$ cat config.mk
export PLATFORM = sky130hd
export DESIGN_NAME = ptw_top
export DESIGN_NICKNAME = d
export VERILOG_FILES = /design/src/hw/ptw_pkg.sv /design/src/hw/ptw_top.sv /design/src/hw/page_walker.sv /design/src/hw/pte_check.sv /design/src/hw/request_hold.sv /design/src/hw/walk_config.sv
export VERILOG_INCLUDE_DIRS = /design/src /design/src/hw
export SDC_FILE = /design/constraint.sdc
export NUM_CORES = 1
export LEC_CHECK = 0
export BUFFER_PORTS_ARGS = -buffer_cell sky130_fd_sc_hd__buf_2
export CORE_MARGIN = 8
export CORE_UTILIZATION = 51
export DETAILED_ROUTE_END_ITERATION = 6
export PLACE_DENSITY = 0.79
export REMOVE_ABC_BUFFERS = 1
export SLEW_MARGIN = 0
export SYNTH_ARGS = -nofsm -noshare
export SYNTH_HDL_FRONTEND = slang
export SYNTH_SLANG_ARGS = --single-unit
$ cat constraint.sdc
create_clock -name clk -period 7.95 [get_ports clk]
set_input_delay 1.59 -clock clk [delete_from_list [all_inputs] [get_ports clk]]
set_output_delay 1.59 -clock clk [all_outputs]
set_load 0.01 [all_outputs]
$ cat src/hw/ptw_defines.svh
/*
 * Page table walker parameters.
 * Widths, SATP mode codes, walk limits, entry bit positions,
 * flush select patterns and request ID ranges.
 */
`ifndef PTW_DEFINES_SVH
`define PTW_DEFINES_SVH

`define PTW_ID_W         8      // request ID
`define PTW_VA_W         64
`define PTW_PA_W         64
`define PTW_PPN_W        44
`define PTW_VPN_W        9      // one level of the vpn
`define PTW_PERM_W       8
`define PTW_PTE_W        64

`define PTW_MODE_SV39    4'd8
`define PTW_MODE_SV48    4'd9
`define PTW_MODE_SV57    4'd10
`define PTW_SATP_MODE_W  4      // mode sits in the top bits of satp

`define PTW_LEVELS       5      // five levels for sv57
`define PTW_PAGE_SHIFT   12
`define PTW_PTE_PPN_LSB  10
`define PTW_PTE_V        0
`define PTW_PTE_R        1
`define PTW_PTE_X        3

`define PTW_FL_IC_MASK   8'b0011_1111
`define PTW_FL_IC_PAT    8'b1000_0000
`define PTW_FL_DC_MASK   8'b0011_1111
`define PTW_FL_DC_PAT    8'b1100_0000
`define PTW_FL_ALL_MASK  8'b0111_1111
`define PTW_FL_ALL_PAT   8'b1000_0000

`define PTW_ID_NONE      8'h00
`define PTW_ID_IC_PFX    3'b100  // instruction side
`define PTW_ID_DC_PFX    3'b110  // data side

`endif
$ cat src/hw/ptw_pkg.sv
/*
 * Page table walker types.
 * Vector typedefs, the walk state encoding, the request and
 * response bundles and the flush match rule.
 */
`include "ptw_defines.svh"

package ptw_pkg;

    typedef logic [`PTW_ID_W-1:0]   req_id_t;   // zero means no request
    typedef logic [`PTW_VA_W-1:0]   vaddr_t;
    typedef logic [`PTW_PA_W-1:0]   paddr_t;
    typedef logic [`PTW_PPN_W-1:0]  ppn_t;
    typedef logic [`PTW_PERM_W-1:0] perm_t;     // d a g u x w r v, msb first
    typedef logic [`PTW_PTE_W-1:0]  pte_t;

    typedef enum logic [2:0] {
        WALK_IDLE,
        WALK_ADDR,
        WALK_WAIT,
        WALK_CHECK,
        WALK_DONE
    } walk_state_t;

    typedef struct packed {
        req_id_t mask;      // don't care bits
        req_id_t pattern;
    } flush_sel_t;

    typedef struct packed {
        req_id_t id;
        vaddr_t  vaddr;
    } xlate_req_t;

    typedef struct packed {
        req_id_t id;
        perm_t   perm;
        paddr_t  paddr;
    } xlate_resp_t;

    // a live ID matching the pattern outside the mask is cancelled
    function automatic logic id_cancelled(input req_id_t id, input flush_sel_t sel);
        return (id != `PTW_ID_NONE) && ((id & ~sel.mask) == (sel.pattern & ~sel.mask));
    endfunction

endpackage

$ cat src/hw/ptw_top.sv
/*
 * Page table walker top level.
 * Joins the configuration registers, the request hold stage and
 * the walker with its memory read port.
 */

module ptw_top (
    input  logic                 clk,
    input  logic                 rst,
    input  logic                 fence_vma,
    input  logic                 satp_we,
    input  ptw_pkg::pte_t        satp_wdata,
    input  logic                 ic_flush,
    input  logic                 dc_flush,
    input  ptw_pkg::xlate_req_t  req,
    output ptw_pkg::xlate_resp_t resp,
    output ptw_pkg::req_id_t     mem_req_id,
    output ptw_pkg::paddr_t      mem_addr,
    input  ptw_pkg::req_id_t     mem_resp_id,
    input  ptw_pkg::pte_t        mem_rdata
);
    import ptw_pkg::*;

    logic [3:0] satp_mode;
    ppn_t       root_ppn;
    flush_sel_t flush_sel;      // shared by hold stage and walker
    xlate_req_t held;

    walk_config u_config (
        .clk        (clk),
        .rst        (rst),
        .satp_we    (satp_we),
        .satp_wdata (satp_wdata),
        .ic_flush   (ic_flush),
        .dc_flush   (dc_flush),
        .satp_mode  (satp_mode),
        .root_ppn   (root_ppn),
        .flush_sel  (flush_sel)
    );

    request_hold u_hold (
        .clk       (clk),
        .rst       (rst),
        .fence_vma (fence_vma),
        .flush_sel (flush_sel),
        .req       (req),
        .resp_id   (resp.id),   // frees the stage on its answer
        .held      (held)
    );

    page_walker u_walker (
        .clk         (clk),
        .rst         (rst),
        .fence_vma   (fence_vma),
        .flush_sel   (flush_sel),
        .satp_mode   (satp_mode),
        .root_ppn    (root_ppn),
        .held        (held),
        .mem_req_id  (mem_req_id),
        .mem_addr    (mem_addr),
        .mem_resp_id (mem_resp_id),
        .mem_rdata   (mem_rdata),
        .resp        (resp)
    );

endmodule

$ cat src/hw/page_walker.sv
/*
 * Page table walker.
 * Walks Sv39, Sv48 or Sv57 tables one entry at a time through a
 * word read port and answers with permissions and the page base.
 */
`include "ptw_defines.svh"

module page_walker (
    input  logic                        clk,
    input  logic                        rst,
    input  logic                        fence_vma,
    input  ptw_pkg::flush_sel_t         flush_sel,
    input  logic [`PTW_SATP_MODE_W-1:0] satp_mode,
    input  ptw_pkg::ppn_t               root_ppn,
    input  ptw_pkg::xlate_req_t         held,
    output ptw_pkg::req_id_t            mem_req_id,
    output ptw_pkg::paddr_t             mem_addr,
    input  ptw_pkg::req_id_t            mem_resp_id,
    input  ptw_pkg::pte_t               mem_rdata,
    output ptw_pkg::xlate_resp_t        resp
);
    import ptw_pkg::*;

    walk_state_t                            state;
    req_id_t                                cur_id;
    logic [`PTW_LEVELS-1:0][`PTW_VPN_W-1:0] vpn_q;
    ppn_t                                   ppn_q;
    logic [2:0]                             level_q;
    paddr_t                                 addr_q;
    pte_t                                   pte_q;
    perm_t                                  perm_q;
    logic                                   fault_q;
    logic                                   mode_ok;
    logic [2:0]                             start_level;
    logic                                   start;
    logic                                   abort;
    logic                                   mem_hit;
    logic                                   chk_leaf;
    logic                                   chk_fault;
    ppn_t                                   chk_ppn;

    always_comb begin
        mode_ok     = 1'b1;
        start_level = 3'd2;
        case (satp_mode)
            `PTW_MODE_SV39: start_level = 3'd2;
            `PTW_MODE_SV48: start_level = 3'd3;
            `PTW_MODE_SV57: start_level = 3'd4;
            default:        mode_ok     = 1'b0;  // bare or reserved
        endcase
    end

    assign start = (state == WALK_IDLE) && (held.id != `PTW_ID_NONE)
                   && !fence_vma && !id_cancelled(held.id, flush_sel);
    assign abort = (state != WALK_IDLE)
                   && (fence_vma || id_cancelled(cur_id, flush_sel));
    assign mem_hit = (state == WALK_WAIT) && (mem_resp_id == cur_id);

    pte_check u_check (
        .pte      (pte_q),
        .vpn      (vpn_q),
        .level    (level_q),
        .leaf     (chk_leaf),
        .fault    (chk_fault),
        .next_ppn (chk_ppn)
    );

    always_ff @(posedge clk) begin
        if (rst || abort) begin
            state  <= WALK_IDLE;             // cancelled walks give no response
            cur_id <= `PTW_ID_NONE;
        end else begin
            case (state)
                WALK_IDLE: begin
                    if (start) begin
                        cur_id <= held.id;
                        state  <= mode_ok ? WALK_ADDR : WALK_DONE;
                    end
                end
                WALK_ADDR:  state <= WALK_WAIT;
                WALK_WAIT: begin
                    if (mem_hit) begin
                        state <= WALK_CHECK;
                    end
                end
                WALK_CHECK: state <= (chk_leaf || chk_fault) ? WALK_DONE : WALK_ADDR;
                WALK_DONE:  state <= WALK_IDLE;
                default:    state <= WALK_IDLE;
            endcase
        end
    end

    always_ff @(posedge clk) begin
        case (state)
            WALK_IDLE: begin
                vpn_q   <= held.vaddr[`PTW_PAGE_SHIFT +: `PTW_LEVELS*`PTW_VPN_W];
                ppn_q   <= root_ppn;
                level_q <= start_level;
                fault_q <= !mode_ok;
            end
            WALK_ADDR: addr_q <= paddr_t'({ppn_q, vpn_q[level_q], 3'b000});
            WALK_WAIT: begin
                if (mem_hit) begin
                    pte_q <= mem_rdata;
                end
            end
            WALK_CHECK: begin
                ppn_q   <= chk_ppn;          // next table or page base
                perm_q  <= pte_q[`PTW_PERM_W-1:0];
                fault_q <= chk_fault;
                level_q <= level_q - 3'd1;
            end
            default: ;
        endcase
    end

    assign mem_req_id = (state == WALK_WAIT) ? cur_id : `PTW_ID_NONE;
    assign mem_addr   = addr_q;

    assign resp.id    = (state == WALK_DONE) ? cur_id : `PTW_ID_NONE;
    assign resp.perm  = fault_q ? '0 : perm_q;
    assign resp.paddr = fault_q ? '0 : paddr_t'({ppn_q, {`PTW_PAGE_SHIFT{1'b0}}});

endmodule

$ cat src/hw/pte_check.sv
/*
 * Page table entry check.
 * Decides leaf or pointer for a fetched entry, flags invalid and
 * misaligned entries and forms the next physical page number,
 * filling superpage fields from the virtual page number.
 */
`include "ptw_defines.svh"

module pte_check (
    input  ptw_pkg::pte_t                          pte,
    input  logic [`PTW_LEVELS-1:0][`PTW_VPN_W-1:0] vpn,
    input  logic [2:0]                             level,
    output logic                                   leaf,
    output logic                                   fault,
    output ptw_pkg::ppn_t                          next_ppn
);
    import ptw_pkg::*;

    ppn_t pte_ppn;
    logic valid;
    logic misaligned;       // low ppn field set on a superpage

    assign pte_ppn = pte[`PTW_PTE_PPN_LSB +: `PTW_PPN_W];
    assign valid   = pte[`PTW_PTE_V];
    assign leaf    = pte[`PTW_PTE_R] | pte[`PTW_PTE_X];

    always_comb begin
        misaligned = 1'b0;
        next_ppn   = pte_ppn;               // pointer to next table
        if (leaf) begin
            // fields below the current level come from the va
            for (int i = 0; i < `PTW_LEVELS - 1; i++) begin
                if (i < level) begin
                    if (pte_ppn[i*`PTW_VPN_W +: `PTW_VPN_W] != '0) begin
                        misaligned = 1'b1;
                    end
                    next_ppn[i*`PTW_VPN_W +: `PTW_VPN_W] = vpn[i];
                end
            end
        end
    end

    // a pointer at level 0 has nowhere left to go
    assign fault = !valid || (leaf && misaligned) || (!leaf && level == 3'd0);

endmodule

$ cat src/hw/request_hold.sv
/*
 * Translation request hold stage.
 * Captures one offered request and keeps it until the walker
 * answers its ID, or until a flush or fence.vma drops it.
 */
`include "ptw_defines.svh"

module request_hold (
    input  logic                clk,
    input  logic                rst,
    input  logic                fence_vma,
    input  ptw_pkg::flush_sel_t flush_sel,
    input  ptw_pkg::xlate_req_t req,
    input  ptw_pkg::req_id_t    resp_id,   // id answered this cycle
    output ptw_pkg::xlate_req_t held
);
    import ptw_pkg::*;

    req_id_t    id_q;
    vaddr_t     vaddr_q;
    logic       ready;
    xlate_req_t nxt;

    // free, or the held one is being answered right now
    assign ready = (id_q == `PTW_ID_NONE) || (id_q == resp_id);
    assign nxt   = ready ? req : held;

    always_ff @(posedge clk) begin
        if (rst || fence_vma || id_cancelled(nxt.id, flush_sel)) begin
            id_q <= `PTW_ID_NONE;
        end else begin
            id_q <= nxt.id;                 // zero when nothing offered
        end
    end

    always_ff @(posedge clk) begin
        vaddr_q <= nxt.vaddr;
    end

    assign held.id    = id_q;
    assign held.vaddr = vaddr_q;

endmodule

$ cat src/hw/walk_config.sv
/*
 * Walk configuration registers.
 * Keeps the SATP value that steers the page walker and decodes the
 * instruction and data flush levels into a mask and pattern pair.
 */
`include "ptw_defines.svh"

module walk_config (
    input  logic                              clk,
    input  logic                              rst,
    input  logic                              satp_we,     // one cycle write strobe
    input  ptw_pkg::pte_t                     satp_wdata,
    input  logic                              ic_flush,
    input  logic                              dc_flush,
    output logic [`PTW_SATP_MODE_W-1:0]       satp_mode,
    output ptw_pkg::ppn_t                     root_ppn,
    output ptw_pkg::flush_sel_t               flush_sel
);
    import ptw_pkg::*;

    pte_t satp_q;

    always_ff @(posedge clk) begin
        if (rst) begin
            satp_q <= '0;                   // bare mode
        end else if (satp_we) begin
            satp_q <= satp_wdata;
        end
    end

    assign satp_mode = satp_q[`PTW_PTE_W-1 -: `PTW_SATP_MODE_W];
    assign root_ppn  = satp_q[`PTW_PPN_W-1:0];

    // both levels together widen the match to every translation ID
    always_comb begin
        case ({dc_flush, ic_flush})
            2'b01: begin
                flush_sel.mask    = `PTW_FL_IC_MASK;
                flush_sel.pattern = `PTW_FL_IC_PAT;
            end
            2'b10: begin
                flush_sel.mask    = `PTW_FL_DC_MASK;
                flush_sel.pattern = `PTW_FL_DC_PAT;
            end
            2'b11: begin
                flush_sel.mask    = `PTW_FL_ALL_MASK;
                flush_sel.pattern = `PTW_FL_ALL_PAT;
            end
            default: begin
                flush_sel.mask    = '0;     // nothing cancelled
                flush_sel.pattern = '0;
            end
        endcase
    end

endmodule

### After elaboration in Yosys (flattened, before gate mapping)

Index checks and enable logic that the tools add are counted.

* bits in registers: 355
* input bits: 214
* output and inout bits: 152
* logic and storage cells: 116

* add/sub/neg operators: 1
* order comparisons: 5
* equal/unequal tests: 17
* multiplexer cells: 32
* bitwise operators: 6
* reductions and logical operators: 39

Operator list (count)
* $pmux W44 S2: 1
* $mux W72: 1
* $mux W56: 1
* $mux W9: 5
* $pmux W15 S3: 1
* $eq A8 B8 Y1: 5
* $mux W36: 1
* $reduce_bool A9 Y1: 4
* $and A8 B8 Y8: 4
* $bmux W9 S3: 1
* $mux W8: 3
* $reduce_bool A8 Y1: 3
* $eq A4 B4 Y1 const B: 3
* $mux W3: 4
* $pmux W3 S2: 2
* $pmux W3 S4: 1
* $logic_and A1 B1 Y1: 10
* $mux W1: 10
* $logic_not A8 Y1: 1
* $logic_or A1 B1 Y1: 8
* $not A7 Y8: 1
* $eq A3 B2 Y1 const B: 2
* $logic_not A3 Y1: 2
* $lt A1 B3 Y1 const A: 2
* 15 further kinds: 24

### Logic depth before layout (Yosys ltp)

* word-level depth: 16
* mapped depth: 8
* depth with buffers taken out: 7

### Modules after synthesis

A second synthesis with hierarchy kept.

* cells, all modules: 1025
* area total of the unflattened synthesis: 14153.6 um^2

By module, submodules not included
* page_walker: times used 1, cells an instance 634, area an instance 9058.7 um^2
* request_hold: times used 1, cells an instance 145, area an instance 2611.3 um^2
* walk_config: times used 1, cells an instance 172, area an instance 1849.3 um^2
* pte_check: times used 1, cells an instance 74, area an instance 634.4 um^2

### Least setup slack after synthesis

OpenSTA, ideal clock, no wires.

* path kind: flip-flop to flip-flop
* start point: register u_walker.state[2]
* end point: register u_walker.addr_q[10] (netlist: u_walker.mem_addr[10]) (enable)
* data arrival time: 4401 ps
* required time: 7407 ps
* setup slack: 3006 ps
* stages on the path, launching flop included: 3
* buffers on the path: 1
* cells stage by stage: dfxtp_1 buf_8 nor3b_1

* word-level cells in the longest chain between the ends: 1

RTL lines
* start, declared: line page_walker.sv:24 `walk_state_t state;`
* start signal, assigned: line page_walker.sv:77 `state <= mode_ok ? WALK_ADDR : WALK_DONE;`
* start signal, assigned: line page_walker.sv:86 `WALK_CHECK: state <= (chk_leaf || chk_fault) ? WALK_DONE : WALK_ADDR;`
* $eq A3 B1 Y1: line page_walker.sv:94 `case (state)`
* end signal, assigned: line page_walker.sv:101 `WALK_ADDR: addr_q <= paddr_t'({ppn_q, vpn_q[level_q], 3'b000});`
* end, declared: line page_walker.sv:29 `paddr_t addr_q;`

Every way passes these cells.
A chain may end at the register's enable or synchronous reset.

### Worst setup path in the final report

* start point: register u_walker.state[1]
* end point: output port mem_req_id[6]

* word-level cells in the longest chain between the ends: 2

RTL lines
* $eq A3 B2 Y1: line page_walker.sv:117 `` assign mem_req_id = (state == WALK_WAIT) ? cur_id : `PTW_ID_NONE; ``
* $mux W8 (no source line)
* end, declared: line ptw_top.sv:17 `output ptw_pkg::req_id_t mem_req_id,`

Every way passes these cells.

==> flow_metrics.py <==
metrics = {
    "synth": {
        "ys_ff_latch": 318,
        "ys_warn_count": 0,
        "synth.distinct_cells": 54,
        "synth_top_cell_area_share_pct": 60.3,
        "netlist_area_mm2": 0.0125,
        "synth_largest_area_cell": "edfxtp_1",
        "syn_inst": 874,
        "synth-edff-count": 251,
        "avgSynthCellArea_um2": 14.3,
        "synth.area.top_cells": "edfxtp_1, dfxtp_1, mux2i_1",
        "synthArstFlopShare_pct": 0,
        "synth_seq_area_share_pct": 71.0,
        "ys.flop_type": "edfxtp_1",
    },
    "die": {
        "die_h_um": 173,
        "die-area_mm2": 0.0298,
        "die_w_um": 173,
        "rows": 57,
        "start_util_pct": 51.7,
        "coreArea_mm2": 0.0242,
        "io_pins": 366,
    },
    "final_layout": {
        "layout_commonest_cell": "buf_2",
        "drive_above_1_share_pct": 30.4,
        "utilization_pct": 62.3,
        "final_cell_mix": "buf_2, edfxtp_1, mux2i_1",
        "nNetsFinal": 1377,
        "syn2layout_area_growth_pct": 20.6,
        "finalInstanceArea_mm2": 0.0151,
    },
    "clock_network": {
        "ctsResizeCount": 0,
        "cts_buffer_depth": 3,
        "clk_latency_ns": 0.53,
        "cts.sinks": 318,
        "htree_num_levels": 1,
        "cts-root-buf": "clkbuf_16",
        "cts_setup_buffers": 0,
        "clkSlewWorstSetupHoldPaths_ns": 0.06,
        "cts_tree": "yes",
        "cts_buffers": 31,
        "ctsHoldBuffers": 0,
    },
    "sta": {
        "final_max_slew_viol_count": 0,
        "hold_ws_ns": 0.412,
        "worst-slew-pin-transition_ns": 1.25,
        "hold_viol_final": 0,
        "max_freq_mhz": 260,
        "fin_crit_ns": 3.85,
        "setup_violations": 0,
        "rsz0062_at_grt": "no",
        "post-route-period-util_pct": 48.4,
        "tns_ns": 0,
        "fin_worst_skew_ns": 0.00854,
        "timing.final.ws_setup_ns": 4.10,
        "relSlewSlack_pct": 16.9,
    },
    "critical_path": {
        "cp_cell_sequence": "nor3b_1 > and2_1 > buf_2",
        "cp.arrival_ns": 2.26,
        "max_stage_delay_ns": 0.76,
        "cp-start-kind": "register",
        "required_ns": 6.36,
        "path_class": "reg -> out",
        "crit_path_end_kind": "output port",
        "crit_buf_inv": 1,
        "cp_max_fo": 15,
        "cp_top_family": "simple AND/OR/NAND/NOR gates",
        "cp_slowest_cell": "nor3b_1",
    },
    "global_route": {
        "met1_usage_pct": 23.2,
        "grt-ovfl-total": 0,
        "grt_use_met2_pct": 33.3,
        "grt_pass1_vias": 8163,
        "antenna_found_initial": 9,
        "busiest_layer": "met2",
        "grtUsageMet3_pct": 4.16,
        "grt_pass1_wl_um": 45300,
        "track_usage_pct": 19.2,
        "grt_max_degree": 88,
    },
    "job": {
        "maxCapViolCount": 0,
    },
    "routing": {
        "drt-initial-drc-count": 495,
        "vias_per_cell": 5.05,
        "postRouteAntennaNets": 0,
        "wl_um": 30000,
        "vias": 7659,
        "drc": 0,
        "wire_per_inst_um": 19.7,
        "drt-pass1-iter-count": 5,
    },
    "placed_design": {
        "placed_area_mm2": 0.0141,
        "portBuffers": 287,
        "place_ws_ns": 4.43,
        "gp_congestion": 0.822,
        "hpwl_um": 21300,
    },
    "run_status": {
        "status": "finished, final reports clean",
    },
    "power": {
        "vdd_drop_max_mv": 0.424,
        "power_density_mw_per_mm2": 316,
        "leakage_nw": 6.30,
    },
    "min_path": {
        "min_path_type": "reg -> reg",
    },
}
==> registers in the layout, summed over array words and instances, names as in the netlist, 8 cells and up <==
signal / cells
u_hold.vaddr_q: 45
u_walker.perm_q: 8
u_config.satp_q: 48
u_walker.ppn_q: 44
u_walker.pte_q: 52
u_walker.vpn_q: 45
u_hold.id_q: 8
u_walker.cur_id: 8
u_walker.mem_addr: 53
==> path summary, 6_finish.rpt <==
check / from / endpoint / slack (ns) / cells past startpoint
max: u_walker.state[1]$_SDFFE_PP0P_ / mem_req_id[6] / 4.10 / 3
min: u_hold.vaddr_q[22]$_DFFE_PN_ / u_walker.vpn_q[10]$_DFFE_PP_ / 0.41 / 0
max reg2reg: u_walker.level_q[0]$_DFFE_PP_ / u_walker.ppn_q[19]$_DFFE_PP_ / 4.77 / 4
min reg2reg: u_hold.vaddr_q[22]$_DFFE_PN_ / u_walker.vpn_q[10]$_DFFE_PP_ / 0.41 / 0
==> worst reg2reg max path, stage by stage, from the launching register on <==
cell      delay, ns
edfxtp_1       1.08
inv_1          0.35
a21oi_1        1.04
mux2i_1        0.31
o21ai_0        0.11
==> cell usage after synthesis, types with 6 or more instances <==
cell type / instances
xnor2_1: 7
and2_1: 8
inv_1: 8
a21oi_1: 25
clkbuf_1: 27
o21ai_0: 42
nor3_1: 7
edfxtp_1: 251
nor2_1: 78
buf_2: 6
xor2_1: 9
nor4_1: 7
mux2i_1: 112
buf_4: 31
nor2b_1: 53
dfxtp_1: 67
nand2_1: 64
==> metrics by stage <==
stage / std cells / power [W]
after floorplan: 833 / 0.00306
after global placement: 1452 / 0.00340
after detailed placement: 1452 / 0.00344
after CTS: 1509 / 0.00480
after global routing: 1517 / 0.00497
final: 1517 / 0.00476
==> layer usage <==
layer  up-vias  routed length (µm)
met4         2                 775
met5         -                   8
met2       286               15100
met3        51                1840
li1       3699                   -
met1      3621               12300
==> area by class of cell <==
class	count	area, µm²
Clock inverter	10	72.6
Multi-Input combinational cell	506	3290
Inverter	9	38.8
Clock buffer	47	876
Antenna cell	8	20.0
Tap cell	324	405
Fill cell	1829	9100
Sequential cell	318	8880
Timing Repair Buffer	295	1500
==> logic make-up (layout without fill, tap and decap cells) <==
| logic type | Yosys count | after routing | synth area share [%] |
|---|---|---|---|
| compound gates | 102 | 102 | 4.94 |
| xor+xnor | 17 | 17 | 1.25 |
| fa+ha+maj | 2 | 2 | 0.200 |
| buf+inv | 80 | 361 | 3.64 |
| flops | 318 | 318 | 71.0 |
| mux | 114 | 114 | 9.15 |
| other cells | 1 | 39 | 0.0300 |
| simple gates | 240 | 240 | 9.75 |
==> power breakdown <==
part / total, W / internal (W) / switching (W)
registers: 0.00260 / 0.00238 / 0.000226
clock network: 0.00136 / 0.000786 / 0.000576
logic: 0.000793 / 0.000285 / 0.000507
Power figures use the tool's default switching activity.
